File: src/hdl/cpu_pkg.sv
// Shared widths, register codes, flag indices and enums, imported by every core unit
package cpu_pkg;

    // Data and address widths
    typedef logic [15:0] word_t;
    typedef logic [7:0]  byte_t;
    typedef logic [19:0] addr_t;
    typedef logic [2:0]  reg_sel_t;
    typedef logic [4:0]  flags_t;

    // Register codes; with byte size, 4..7 select AH, CH, DH, BH
    localparam reg_sel_t REG_AX = 3'd0;
    localparam reg_sel_t REG_CX = 3'd1;
    localparam reg_sel_t REG_DX = 3'd2;
    localparam reg_sel_t REG_BX = 3'd3;
    localparam reg_sel_t REG_SP = 3'd4;
    localparam reg_sel_t REG_BP = 3'd5;
    localparam reg_sel_t REG_SI = 3'd6;
    localparam reg_sel_t REG_DI = 3'd7;

    // Bit positions inside flags_t
    localparam int FLAG_C = 0;
    localparam int FLAG_P = 1;
    localparam int FLAG_Z = 2;
    localparam int FLAG_S = 3;
    localparam int FLAG_O = 4;

    // Values follow opcode bits 5:3
    typedef enum logic [2:0] {
        ALU_ADD, ALU_OR, ALU_ADC, ALU_SBB, ALU_AND, ALU_SUB, ALU_XOR, ALU_CMP
    } alu_op_t;

    typedef enum logic [2:0] {
        FLAGS_HOLD, FLAGS_ALL, FLAGS_KEEP_C, FLAGS_SET_C, FLAGS_CLR_C, FLAGS_CMC
    } flag_mode_t;

    typedef enum logic [2:0] {
        FETCH, IMM, EXEC, WRITE_REG, PUSH_LO, PUSH_HI, POP_LO, POP_HI
    } seq_state_t;

    typedef enum logic {
        ADDR_IP, ADDR_STACK
    } addr_src_t;

endpackage

File: src/hdl/reg_port_if.sv
// Register file port, driven by the sequencer and served by the register file
`timescale 1ns/1ns

interface reg_port_if import cpu_pkg::*; ();
    // Combinational read
    reg_sel_t rd_sel;
    logic     rd_size;
    word_t    rd_data;
    // Write at the next enabled edge
    logic     wr_en;
    reg_sel_t wr_sel;
    logic     wr_size;
    word_t    wr_data;
    // Stack pointer strobes, never both at once
    logic     sp_dec2;
    logic     sp_inc2;
    word_t    sp;

    modport sequencer (
        output rd_sel, rd_size, wr_en, wr_sel, wr_size, wr_data, sp_dec2, sp_inc2,
        input  rd_data
    );

    modport register_file (
        input  rd_sel, rd_size, wr_en, wr_sel, wr_size, wr_data, sp_dec2, sp_inc2,
        output rd_data, sp
    );
endinterface

File: src/hdl/alu_if.sv
// ALU port between the sequencer and the ALU unit, with flag update and branch test
`timescale 1ns/1ns

interface alu_if import cpu_pkg::*; ();
    alu_op_t    op;
    logic       size;
    word_t      a;
    word_t      b;
    flag_mode_t flag_mode;
    // Jcc condition, opcode bits 3:1 and bit 0
    logic [2:0] cond_sel;
    logic       cond_neg;
    word_t      result;
    logic       cond_true;

    modport sequencer (
        output op, size, a, b, flag_mode, cond_sel, cond_neg,
        input  result, cond_true
    );

    modport alu (
        input  op, size, a, b, flag_mode, cond_sel, cond_neg,
        output result, cond_true
    );
endinterface

File: src/hdl/register_file.sv
// General register file AX..DI with byte and word access and stack pointer stepping
`timescale 1ns/1ns

module register_file import cpu_pkg::*; #(
    parameter word_t RESET_SP = 16'hFFF0
) (
    input logic         clock,
    input logic         ce,
    input logic         reset_n,
    reg_port_if.register_file port
);

    word_t gpr [8];

    // Byte codes 4..7 map onto the high half of AX..BX
    always_comb begin
        if (port.rd_size) begin
            port.rd_data = gpr[port.rd_sel];
        end else if (port.rd_sel[2]) begin
            port.rd_data = {8'h00, gpr[{1'b0, port.rd_sel[1:0]}][15:8]};
        end else begin
            port.rd_data = {8'h00, gpr[port.rd_sel][7:0]};
        end
    end

    assign port.sp = gpr[REG_SP];

    always_ff @(posedge clock) begin
        if (!reset_n) begin
            for (int i = 0; i < 8; i++) begin
                gpr[i] <= '0;
            end
            gpr[REG_SP] <= RESET_SP;
        end else if (ce) begin
            if (port.sp_dec2) begin
                gpr[REG_SP] <= gpr[REG_SP] - 16'd2;
            end else if (port.sp_inc2) begin
                gpr[REG_SP] <= gpr[REG_SP] + 16'd2;
            end
            // A register write wins over the SP step
            if (port.wr_en) begin
                if (port.wr_size) begin
                    gpr[port.wr_sel] <= port.wr_data;
                end else if (port.wr_sel[2]) begin
                    gpr[{1'b0, port.wr_sel[1:0]}][15:8] <= port.wr_data[7:0];
                end else begin
                    gpr[port.wr_sel][7:0] <= port.wr_data[7:0];
                end
            end
        end
    end

endmodule

File: src/hdl/alu_unit.sv
// Accumulator ALU with flag register and Jcc condition evaluation
`timescale 1ns/1ns

module alu_unit import cpu_pkg::*; (
    input logic clock,
    input logic ce,
    input logic reset_n,
    alu_if.alu  alu
);

    flags_t      flags;
    flags_t      new_flags;
    logic [16:0] a_ext;
    logic [16:0] b_ext;
    logic [16:0] sum;
    logic        is_sub;
    logic        is_logic;
    logic        msb_a;
    logic        msb_b;
    logic        msb_r;
    logic        cond;

    // ------------------------------------------------------------------
    // Arithmetic and flag derivation
    // ------------------------------------------------------------------
    always_comb begin
        a_ext    = alu.size ? {1'b0, alu.a} : {9'd0, alu.a[7:0]};
        b_ext    = alu.size ? {1'b0, alu.b} : {9'd0, alu.b[7:0]};
        sum      = a_ext + b_ext;
        is_sub   = 1'b0;
        is_logic = 1'b0;
        case (alu.op)
            ALU_ADC: sum = a_ext + b_ext + {16'd0, flags[FLAG_C]};
            ALU_SBB: begin
                sum    = a_ext - b_ext - {16'd0, flags[FLAG_C]};
                is_sub = 1'b1;
            end
            ALU_SUB, ALU_CMP: begin
                sum    = a_ext - b_ext;
                is_sub = 1'b1;
            end
            ALU_OR: begin
                sum      = a_ext | b_ext;
                is_logic = 1'b1;
            end
            ALU_AND: begin
                sum      = a_ext & b_ext;
                is_logic = 1'b1;
            end
            ALU_XOR: begin
                sum      = a_ext ^ b_ext;
                is_logic = 1'b1;
            end
            default: ;
        endcase

        msb_a = alu.size ? alu.a[15] : alu.a[7];
        msb_b = alu.size ? alu.b[15] : alu.b[7];
        msb_r = alu.size ? sum[15] : sum[7];

        // Carry or borrow lands just above the operand width
        new_flags[FLAG_C] = !is_logic && (alu.size ? sum[16] : sum[8]);
        new_flags[FLAG_P] = ~^sum[7:0];
        new_flags[FLAG_Z] = alu.size ? (sum[15:0] == 16'd0) : (sum[7:0] == 8'd0);
        new_flags[FLAG_S] = msb_r;
        new_flags[FLAG_O] = !is_logic && (msb_r != msb_a) &&
                            (is_sub ? (msb_a != msb_b) : (msb_a == msb_b));
    end

    assign alu.result = sum[15:0];

    always_ff @(posedge clock) begin
        if (!reset_n) begin
            flags <= '0;
        end else if (ce) begin
            case (alu.flag_mode)
                FLAGS_ALL: flags <= new_flags;
                FLAGS_KEEP_C: begin
                    flags         <= new_flags;
                    flags[FLAG_C] <= flags[FLAG_C];
                end
                FLAGS_SET_C: flags[FLAG_C] <= 1'b1;
                FLAGS_CLR_C: flags[FLAG_C] <= 1'b0;
                FLAGS_CMC:   flags[FLAG_C] <= ~flags[FLAG_C];
                default: ;
            endcase
        end
    end

    // ------------------------------------------------------------------
    // Branch conditions, in 8086 Jcc order
    // ------------------------------------------------------------------
    always_comb begin
        case (alu.cond_sel)
            3'd0: cond = flags[FLAG_O];
            3'd1: cond = flags[FLAG_C];
            3'd2: cond = flags[FLAG_Z];
            3'd3: cond = flags[FLAG_C] | flags[FLAG_Z];
            3'd4: cond = flags[FLAG_S];
            3'd5: cond = flags[FLAG_P];
            3'd6: cond = flags[FLAG_S] ^ flags[FLAG_O];
            default: cond = (flags[FLAG_S] ^ flags[FLAG_O]) | flags[FLAG_Z];
        endcase
    end

    assign alu.cond_true = cond ^ alu.cond_neg;

endmodule

File: src/hdl/step_counter.sv
// Counts the immediate bytes still to read and reports the current byte index
`timescale 1ns/1ns

module step_counter (
    input  logic       clock,
    input  logic       ce,
    input  logic       reset_n,
    input  logic       load,
    input  logic       step,
    input  logic [1:0] count,
    output logic       last,
    output logic       index
);

    logic [1:0] remaining;
    logic       byte_idx;

    always_ff @(posedge clock) begin
        if (!reset_n) begin
            remaining <= 2'd0;
            byte_idx  <= 1'b0;
        end else if (ce) begin
            if (load) begin
                remaining <= count;
                byte_idx  <= 1'b0;
            end else if (step && remaining != 2'd0) begin
                remaining <= remaining - 2'd1;
                byte_idx  <= 1'b1;
            end
        end
    end

    // Low byte first, high byte second
    assign last  = (remaining == 2'd1);
    assign index = byte_idx;

endmodule

File: src/hdl/address_unit.sv
// Instruction pointer, stack address latch and bus address selection
`timescale 1ns/1ns

module address_unit import cpu_pkg::*; (
    input  logic      clock,
    input  logic      ce,
    input  logic      reset_n,
    input  logic      ip_inc,
    input  logic      ip_rel,
    input  logic      stack_load,
    input  logic      stack_next,
    input  byte_t     disp,
    input  word_t     sp,
    input  addr_src_t addr_src,
    output addr_t     mem_addr
);

    word_t ip;
    word_t stack_addr;
    word_t stack_cur;
    word_t rel;

    // Low byte phase takes SP directly, the high byte uses the latch
    assign stack_cur = stack_load ? sp : stack_addr;
    assign rel       = ip_rel ? {{8{disp[7]}}, disp} : 16'd0;

    always_ff @(posedge clock) begin
        if (!reset_n) begin
            ip <= '0;
        end else if (ce) begin
            // Displacement counts from the byte after it
            ip <= ip + {15'd0, ip_inc} + rel;
        end
    end

    always_ff @(posedge clock) begin
        if (ce && (stack_load || stack_next)) begin
            stack_addr <= stack_cur + 16'd1;
        end
    end

    // Flat 20-bit bus, top nibble always zero
    assign mem_addr = {4'h0, (addr_src == ADDR_STACK) ? stack_cur : ip};

endmodule

File: src/hdl/sequencer.sv
// Opcode decoder and state machine that steers registers, ALU, counter and bus
`timescale 1ns/1ns

module sequencer import cpu_pkg::*; (
    input  logic       clock,
    input  logic       ce,
    input  logic       reset_n,
    input  byte_t      mem_rdata,
    input  logic       last,
    input  logic       index,
    reg_port_if.sequencer regs,
    alu_if.sequencer   alu,
    output logic       load,
    output logic       step,
    output logic [1:0] count,
    output logic       ip_inc,
    output logic       ip_rel,
    output logic       stack_load,
    output logic       stack_next,
    output logic       mem_we,
    output byte_t      disp,
    output byte_t      wdata,
    output addr_src_t  addr_src
);

    seq_state_t state;
    seq_state_t state_next;
    byte_t      opcode;
    word_t      latch;
    logic       we_req;

    always_comb begin
        state_next     = state;
        load           = 1'b0;
        step           = 1'b0;
        count          = 2'd1;
        ip_inc         = 1'b0;
        ip_rel         = 1'b0;
        stack_load     = 1'b0;
        stack_next     = 1'b0;
        we_req         = 1'b0;
        disp           = mem_rdata;
        wdata          = regs.rd_data[7:0];
        addr_src       = ADDR_IP;
        regs.rd_sel    = opcode[2:0];
        regs.rd_size   = 1'b1;
        regs.wr_en     = 1'b0;
        regs.wr_sel    = opcode[2:0];
        regs.wr_size   = 1'b1;
        regs.wr_data   = alu.result;
        regs.sp_dec2   = 1'b0;
        regs.sp_inc2   = 1'b0;
        alu.op         = alu_op_t'(opcode[5:3]);
        alu.size       = opcode[0];
        alu.a          = regs.rd_data;
        alu.b          = latch;
        alu.flag_mode  = FLAGS_HOLD;
        alu.cond_sel   = opcode[3:1];
        alu.cond_neg   = opcode[0];

        case (state)
            // ----------------------------------------------------------
            // Decode the opcode on the bus
            // ----------------------------------------------------------
            FETCH: begin
                ip_inc = 1'b1;
                casez (mem_rdata)
                    // MOV r,imm: bit 3 picks word size
                    8'b1011_????: begin
                        load       = 1'b1;
                        count      = mem_rdata[3] ? 2'd2 : 2'd1;
                        state_next = IMM;
                    end
                    // ALU acc,imm
                    8'b00??_?10?: begin
                        load       = 1'b1;
                        count      = mem_rdata[0] ? 2'd2 : 2'd1;
                        state_next = IMM;
                    end
                    8'b0100_????: state_next = WRITE_REG;
                    8'b0101_0???: begin
                        regs.sp_dec2 = 1'b1;
                        state_next   = PUSH_LO;
                    end
                    8'b0101_1???: state_next = POP_LO;
                    8'b0111_????, 8'hEB: state_next = EXEC;
                    // HLT stays on its own byte
                    8'hF4: ip_inc = 1'b0;
                    8'hF5: alu.flag_mode = FLAGS_CMC;
                    8'hF8: alu.flag_mode = FLAGS_CLR_C;
                    8'hF9: alu.flag_mode = FLAGS_SET_C;
                    default: ;
                endcase
            end

            IMM: begin
                ip_inc = 1'b1;
                step   = 1'b1;
                if (last) begin
                    state_next = EXEC;
                    // MOV writes straight from the bus
                    if (opcode[7:4] == 4'hB) begin
                        regs.wr_en   = 1'b1;
                        regs.wr_size = opcode[3];
                        regs.wr_data = index ? {mem_rdata, latch[7:0]} : {8'h00, mem_rdata};
                        state_next   = FETCH;
                    end
                end
            end

            EXEC: begin
                state_next = FETCH;
                if (opcode[7:6] == 2'b00) begin
                    regs.rd_sel   = REG_AX;
                    regs.rd_size  = opcode[0];
                    regs.wr_en    = (alu_op_t'(opcode[5:3]) != ALU_CMP);
                    regs.wr_sel   = REG_AX;
                    regs.wr_size  = opcode[0];
                    alu.flag_mode = FLAGS_ALL;
                end else begin
                    // Jcc or JMP short, displacement on the bus
                    ip_inc = 1'b1;
                    ip_rel = (opcode == 8'hEB) || alu.cond_true;
                end
            end

            // INC/DEC r16
            WRITE_REG: begin
                alu.op        = opcode[3] ? ALU_SUB : ALU_ADD;
                alu.size      = 1'b1;
                alu.b         = 16'd1;
                alu.flag_mode = FLAGS_KEEP_C;
                regs.wr_en    = 1'b1;
                state_next    = FETCH;
            end

            PUSH_LO: begin
                addr_src   = ADDR_STACK;
                stack_load = 1'b1;
                stack_next = 1'b1;
                we_req     = 1'b1;
                state_next = PUSH_HI;
            end

            PUSH_HI: begin
                addr_src   = ADDR_STACK;
                we_req     = 1'b1;
                wdata      = regs.rd_data[15:8];
                state_next = FETCH;
            end

            POP_LO: begin
                addr_src     = ADDR_STACK;
                stack_load   = 1'b1;
                stack_next   = 1'b1;
                regs.sp_inc2 = 1'b1;
                state_next   = POP_HI;
            end

            default: begin
                // POP_HI: low byte waits in the latch
                addr_src     = ADDR_STACK;
                regs.wr_en   = 1'b1;
                regs.wr_data = {mem_rdata, latch[7:0]};
                state_next   = FETCH;
            end
        endcase
    end

    assign mem_we = we_req & ce;

    always_ff @(posedge clock) begin
        if (!reset_n) begin
            state <= FETCH;
        end else if (ce) begin
            state <= state_next;
        end
    end

    always_ff @(posedge clock) begin
        if (ce) begin
            if (state == FETCH) begin
                opcode <= mem_rdata;
            end
            if (state == IMM && index) begin
                latch[15:8] <= mem_rdata;
            end
            if ((state == IMM && !index) || state == POP_LO) begin
                latch[7:0] <= mem_rdata;
            end
        end
    end

endmodule

File: src/hdl/core.sv
// Top level of the 8088-style core, wiring the sequencer to its datapath units
`timescale 1ns/1ns

module core import cpu_pkg::*; #(
    parameter word_t RESET_SP = 16'hFFF0
) (
    input  logic  clock,
    input  logic  ce,
    input  logic  reset_n,
    input  byte_t mem_rdata,
    output addr_t mem_addr,
    output byte_t mem_wdata,
    output logic  mem_we
);

    logic       load;
    logic       step;
    logic [1:0] count;
    logic       last;
    logic       index;
    logic       ip_inc;
    logic       ip_rel;
    logic       stack_load;
    logic       stack_next;
    byte_t      disp;
    addr_src_t  addr_src;

    reg_port_if reg_bus ();
    alu_if      alu_bus ();

    sequencer seq0 (
        .clock, .ce, .reset_n, .mem_rdata, .last, .index,
        .regs(reg_bus.sequencer),
        .alu(alu_bus.sequencer),
        .load, .step, .count, .ip_inc, .ip_rel, .stack_load, .stack_next,
        .mem_we, .disp,
        .wdata(mem_wdata),
        .addr_src
    );

    register_file #(.RESET_SP(RESET_SP)) regs0 (
        .clock, .ce, .reset_n,
        .port(reg_bus.register_file)
    );

    alu_unit alu0 (
        .clock, .ce, .reset_n,
        .alu(alu_bus.alu)
    );

    step_counter cnt0 (
        .clock, .ce, .reset_n, .load, .step, .count, .last, .index
    );

    address_unit addr0 (
        .clock, .ce, .reset_n, .ip_inc, .ip_rel, .stack_load, .stack_next, .disp,
        .sp(reg_bus.sp),
        .addr_src, .mem_addr
    );

endmodule

File: config.mk
export PLATFORM = sky130hd
export DESIGN_NAME = core
export DESIGN_NICKNAME = d
export VERILOG_FILES = /design/src/hdl/cpu_pkg.sv /design/src/hdl/reg_port_if.sv /design/src/hdl/alu_if.sv /design/src/hdl/register_file.sv /design/src/hdl/alu_unit.sv /design/src/hdl/step_counter.sv /design/src/hdl/address_unit.sv /design/src/hdl/sequencer.sv /design/src/hdl/core.sv
export SDC_FILE = /design/constraint.sdc
export NUM_CORES = 1
export LEC_CHECK = 0
export ABC_AREA = 1
export BUFFER_PORTS_ARGS = -buffer_cell sky130_fd_sc_hd__buf_2
export CORE_ASPECT_RATIO = 1.1
export CORE_MARGIN = 3
export CORE_UTILIZATION = 50
export DETAILED_ROUTE_END_ITERATION = 8
export PLACE_DENSITY = 0.67
export SYNTH_ARGS = -nofsm -noshare
export SYNTH_HDL_FRONTEND = slang
export SYNTH_HIERARCHICAL = 1
export SYNTH_SLANG_ARGS = --single-unit
export TNS_END_PERCENT = 1
File: constraint.sdc
create_clock -name clock -period 12.35 [get_ports clock]
set_input_delay 0.6175 -clock clock [delete_from_list [all_inputs] [get_ports clock]]
set_output_delay 0.6175 -clock clock [all_outputs]
set_load 0.1 [all_outputs]
==> flow_summary_export.csv <==
group,metric,value,unit
outcome,status,"finished clean",
power,powerDensity,164,nW/um^2
routing,drtAntennaViolNets,0,
cts,clockRootBuffer,"clkbuf_16",
floorplan,ios,40,
finish,n_antenna_cell,0,
yosys,synth.distinct_cells,68,
setup_path,crit_slowest_cell,"dfxtp_1",
finish,mostFrequentLayoutCell,"nand2_1",
setup_path,regToRegEndpoint,"regs0/gpr[4][13]$_DFFE_PP_",
timing,worst_pin_slew,1130,ps
timing,finalCritPeriodShare,58.6,%
setup_path,ff2ff_path_depth,31,
timing,fmax,138,MHz
cts,cts_setup_buffers,0,
floorplan,chipWidth,182,microns
setup_path,r2r-start,"seq0/state[2]$_SDFFE_PN0P_",
cts,clock_sinks,195,
placement,postPlaceCellArea,17200,sq um
grt,grt.busiest_layer,"met2",
setup_path,setup.worst_path.start_class,"flip-flop",
yosys,netlist_area,17100,sq um
routing,drcViolationCount,0,
setup_path,max_stage_delay,660,ps
job,maxCapViolCount,0,
yosys,synth_flop_cell,"edfxtp_1",
power,p_int,0.00143,W
placement,portBuffers,35,
power,seq_power_share,27.0,%
timing,skew,11.5,ps
grt,grt_pass1_wl,87.4,mm
routing,wl,57.3,mm
setup_path,crit_arrival,7430,ps
floorplan,fp.dieArea,36400,sq um
floorplan,fp.dieH,200,microns
setup_path,crit_type,"reg -> reg",
finish,syn2layout_area_growth,4.02,%
routing,drtIter0Drc,1930,
routing,vias_per_cell,5.82,
yosys,syn_avg_cell_area,6.98,sq um
power,clkPwrFrac,18.8,%
grt,grt-ovfl-total,0,
cts,cts_resized,0,
setup_path,critPathMaxFanout,63,
routing,detail_route.wl_per_cell,20.1,microns
yosys,synthCells,2448,
finish,nets,2489,
cts,clkSlewWorstSetupHoldPaths,70,ps
grt,grt_max_degree,64,
routing,firstDrtPassIters,8,
power,p_leak,8.11,nW
timing,setup_slack,5110,ps
timing,hold_viol_final,0,
cts,holdBufCountCts,0,
setup_path,worstPathRequired,12540,ps
power,total_power,0.00292,W
finish,stdcell_area,17800,sq um
setup_path,rrSetupSlack,5110,ps
grt,antenna_found_initial,0,
worst_hold_path,hold_end,"alu0/flags[2]$_SDFFE_PN0P_",
grt,grt_use_met3,3.41,%
worst_hold_path,min_from,"alu0/flags[2]$_SDFFE_PN0P_",
grt,grtUsageMet2,54.4,%
timing,slew_headroom,24.1,%
power,ir_worst_vdd,0.000114,V
routing,via_count,16600,
power,netSwitchingFraction,50.9,%
placement,hpwlAfterDp,44.1,mm
setup_path,cp-end-kind,"flip-flop",
worst_hold_path,hp-class,"reg -> reg",
timing,rsz0062_at_grt,"false",
yosys,async_flop_share,0,%
grt,grt_use_met1,36.6,%
floorplan,start_util,51.0,%
cts,clk_latency,450,ps
timing,period_needed,7240,ps
finish,drive_gt1_share,10.4,%
placement,pre_cts_ws,5410,ps
yosys,synth-seq-cells,195,
finish,final_cell_mix,"571 x nand2_1, 357 x nor2_1, 309 x inv_1, 180 x nand3_1, 168 x edfxtp_1",
cts,cts_tree,"done",
floorplan,rows,70,
floorplan,coreArea,33500,sq um
grt,grt_usage,30.9,%
yosys,ys.warnings.count,6,
cts,cts_made_buffers,17,
worst_hold_path,min_delay_path_depth,2,
yosys,synth_edf_count,168,
timing,drv_slew,0,
timing,setup_tns,0,ps
yosys,yosysSeqAreaShare,32.7,%
placement,gp_congestion,1.02,
timing,setup_violations,0,
power,power.share.combinational,54.1,%
cts,cts_max_level,4,
placement,dp_cells,2820,
grt,grt_pass1_vias,15800,
power,power.switching,0.00149,W
finish,fin_cells,2851,
setup_path,critPathMostFrequentCell,"nand2_1",
cts,cts_buffer_depth,2,
[cells in the mapped netlist, types with 13 or more instances]
| library cell | number | area share (%) |
|---|---|---|
| a21oi_1 | 71 | 2.1 |
| buf_2 | 16 | 0.47 |
| buf_4 | 43 | 1.9 |
| buf_6 | 14 | 0.92 |
| clkbuf_1 | 35 | 0.77 |
| dfxtp_1 | 27 | 3.2 |
| edfxtp_1 | 168 | 30 |
| ha_1 | 67 | 4.9 |
| inv_1 | 309 | 6.8 |
| inv_2 | 21 | 0.46 |
| nand2_1 | 571 | 13 |
| nand2_2 | 37 | 1.4 |
| nand3_1 | 180 | 5.3 |
| nand4_1 | 34 | 1.2 |
| nor2_1 | 360 | 7.9 |
| nor2_2 | 28 | 1.0 |
| nor2_4 | 13 | 0.86 |
| nor3_1 | 18 | 0.53 |
| o211ai_1 | 28 | 1.2 |
| o21ai_0 | 162 | 4.7 |
| o21bai_1 | 14 | 0.62 |
| o22ai_1 | 31 | 1.1 |
| xor2_1 | 24 | 1.2 |
[power by group through the flow]
stage | Combinational [W] | Clock [W] | Sequential [W]
2_1_floorplan | 0.00117 | 0 | 0.000788
3_3_place_gp | 0.00154 | 0 | 0.000802
3_5_place_dp | 0.00155 | 0 | 0.000803
4_1_cts | 0.00155 | 0.000558 | 0.000789
5_1_grt | 0.00171 | 0.000580 | 0.000794
6_report | 0.00158 | 0.000550 | 0.000789
[final cells by class]
type | count | area, sq um
inverters | 344 | 1300
clock buffers | 17 | 425
multi-input cells | 1801 | 9490
well taps | 432 | 541
clock inverters | 14 | 150
repair buffers | 48 | 273
fillers | 3337 | 15700
flip-flops and latches | 195 | 5590
[state kept, by name (all words and copies together) (netlist names)]
name              cells
regs0/gpr           128
alu0/flags            5
addr0/stack_addr     16
cnt0/index            1
seq0/opcode           8
addr0/ip             16
seq0/latch           16
cnt0/remaining        2
seq0/state            3
[worst max path at each step]
| stage | slack (ps) | from | endpoint |
|---|---|---|---|
| floorplan | 7630 | seq0/state[1]$_SDFFE_PN0P_ | alu0/flags[1]$_SDFFE_PN0P_ |
| global placement | 5460 | seq0/state[2]$_SDFFE_PN0P_ | regs0/gpr[4][13]$_DFFE_PP_ |
| detailed placement | 5410 | seq0/state[2]$_SDFFE_PN0P_ | regs0/gpr[2][13]$_SDFFCE_PN0P_ |
| CTS | 5370 | seq0/state[2]$_SDFFE_PN0P_ | regs0/gpr[4][13]$_DFFE_PP_ |
| global route | 4620 | seq0/state[2]$_SDFFE_PN0P_ | regs0/gpr[4][13]$_DFFE_PP_ |
| finish | 5110 | seq0/state[2]$_SDFFE_PN0P_ | regs0/gpr[4][13]$_DFFE_PP_ |
[metrics by stage]
| stage | utilization, % | hold slack (ps) |
|---|---|---|
| global placement | 51.4 | 464 |
| detailed placement | 51.4 | 476 |
| CTS | 53.1 | 488 |
| finish | 53.1 | 487 |
| global route | 53.1 | 497 |
| floorplan | - | 458 |
[logic make-up after synthesis]
kind of cell	synth area share, %
muxes	0.410
xor gates and xnor gates	1.59
and+or+nand+nor	34.7
DFF	32.7
adders and majority gates	5.38
other	0.0220
AOI/OAI and AO/OA	13.3
buffers and inverters	11.9
[layer usage]
layer / wire length (microns) / up-vias
li1: - / 7892
met1: 22200 / 7779
met2: 28100 / 750
met3: 3490 / 182
met4: 3510 / 0
met5: 0 / -
[worst max-delay path, delay by kind of cell (launching register included)]
kind                     cells  cell delay, ps
buffers and inverters        7            1810
flip-flops                   1             660
AND/OR/NAND/NOR             16            2550
adder cells (fa/ha/maj)      1             370
AO/OA/AOI/OAI                7            1530
(Power assumes the default switching activity.)
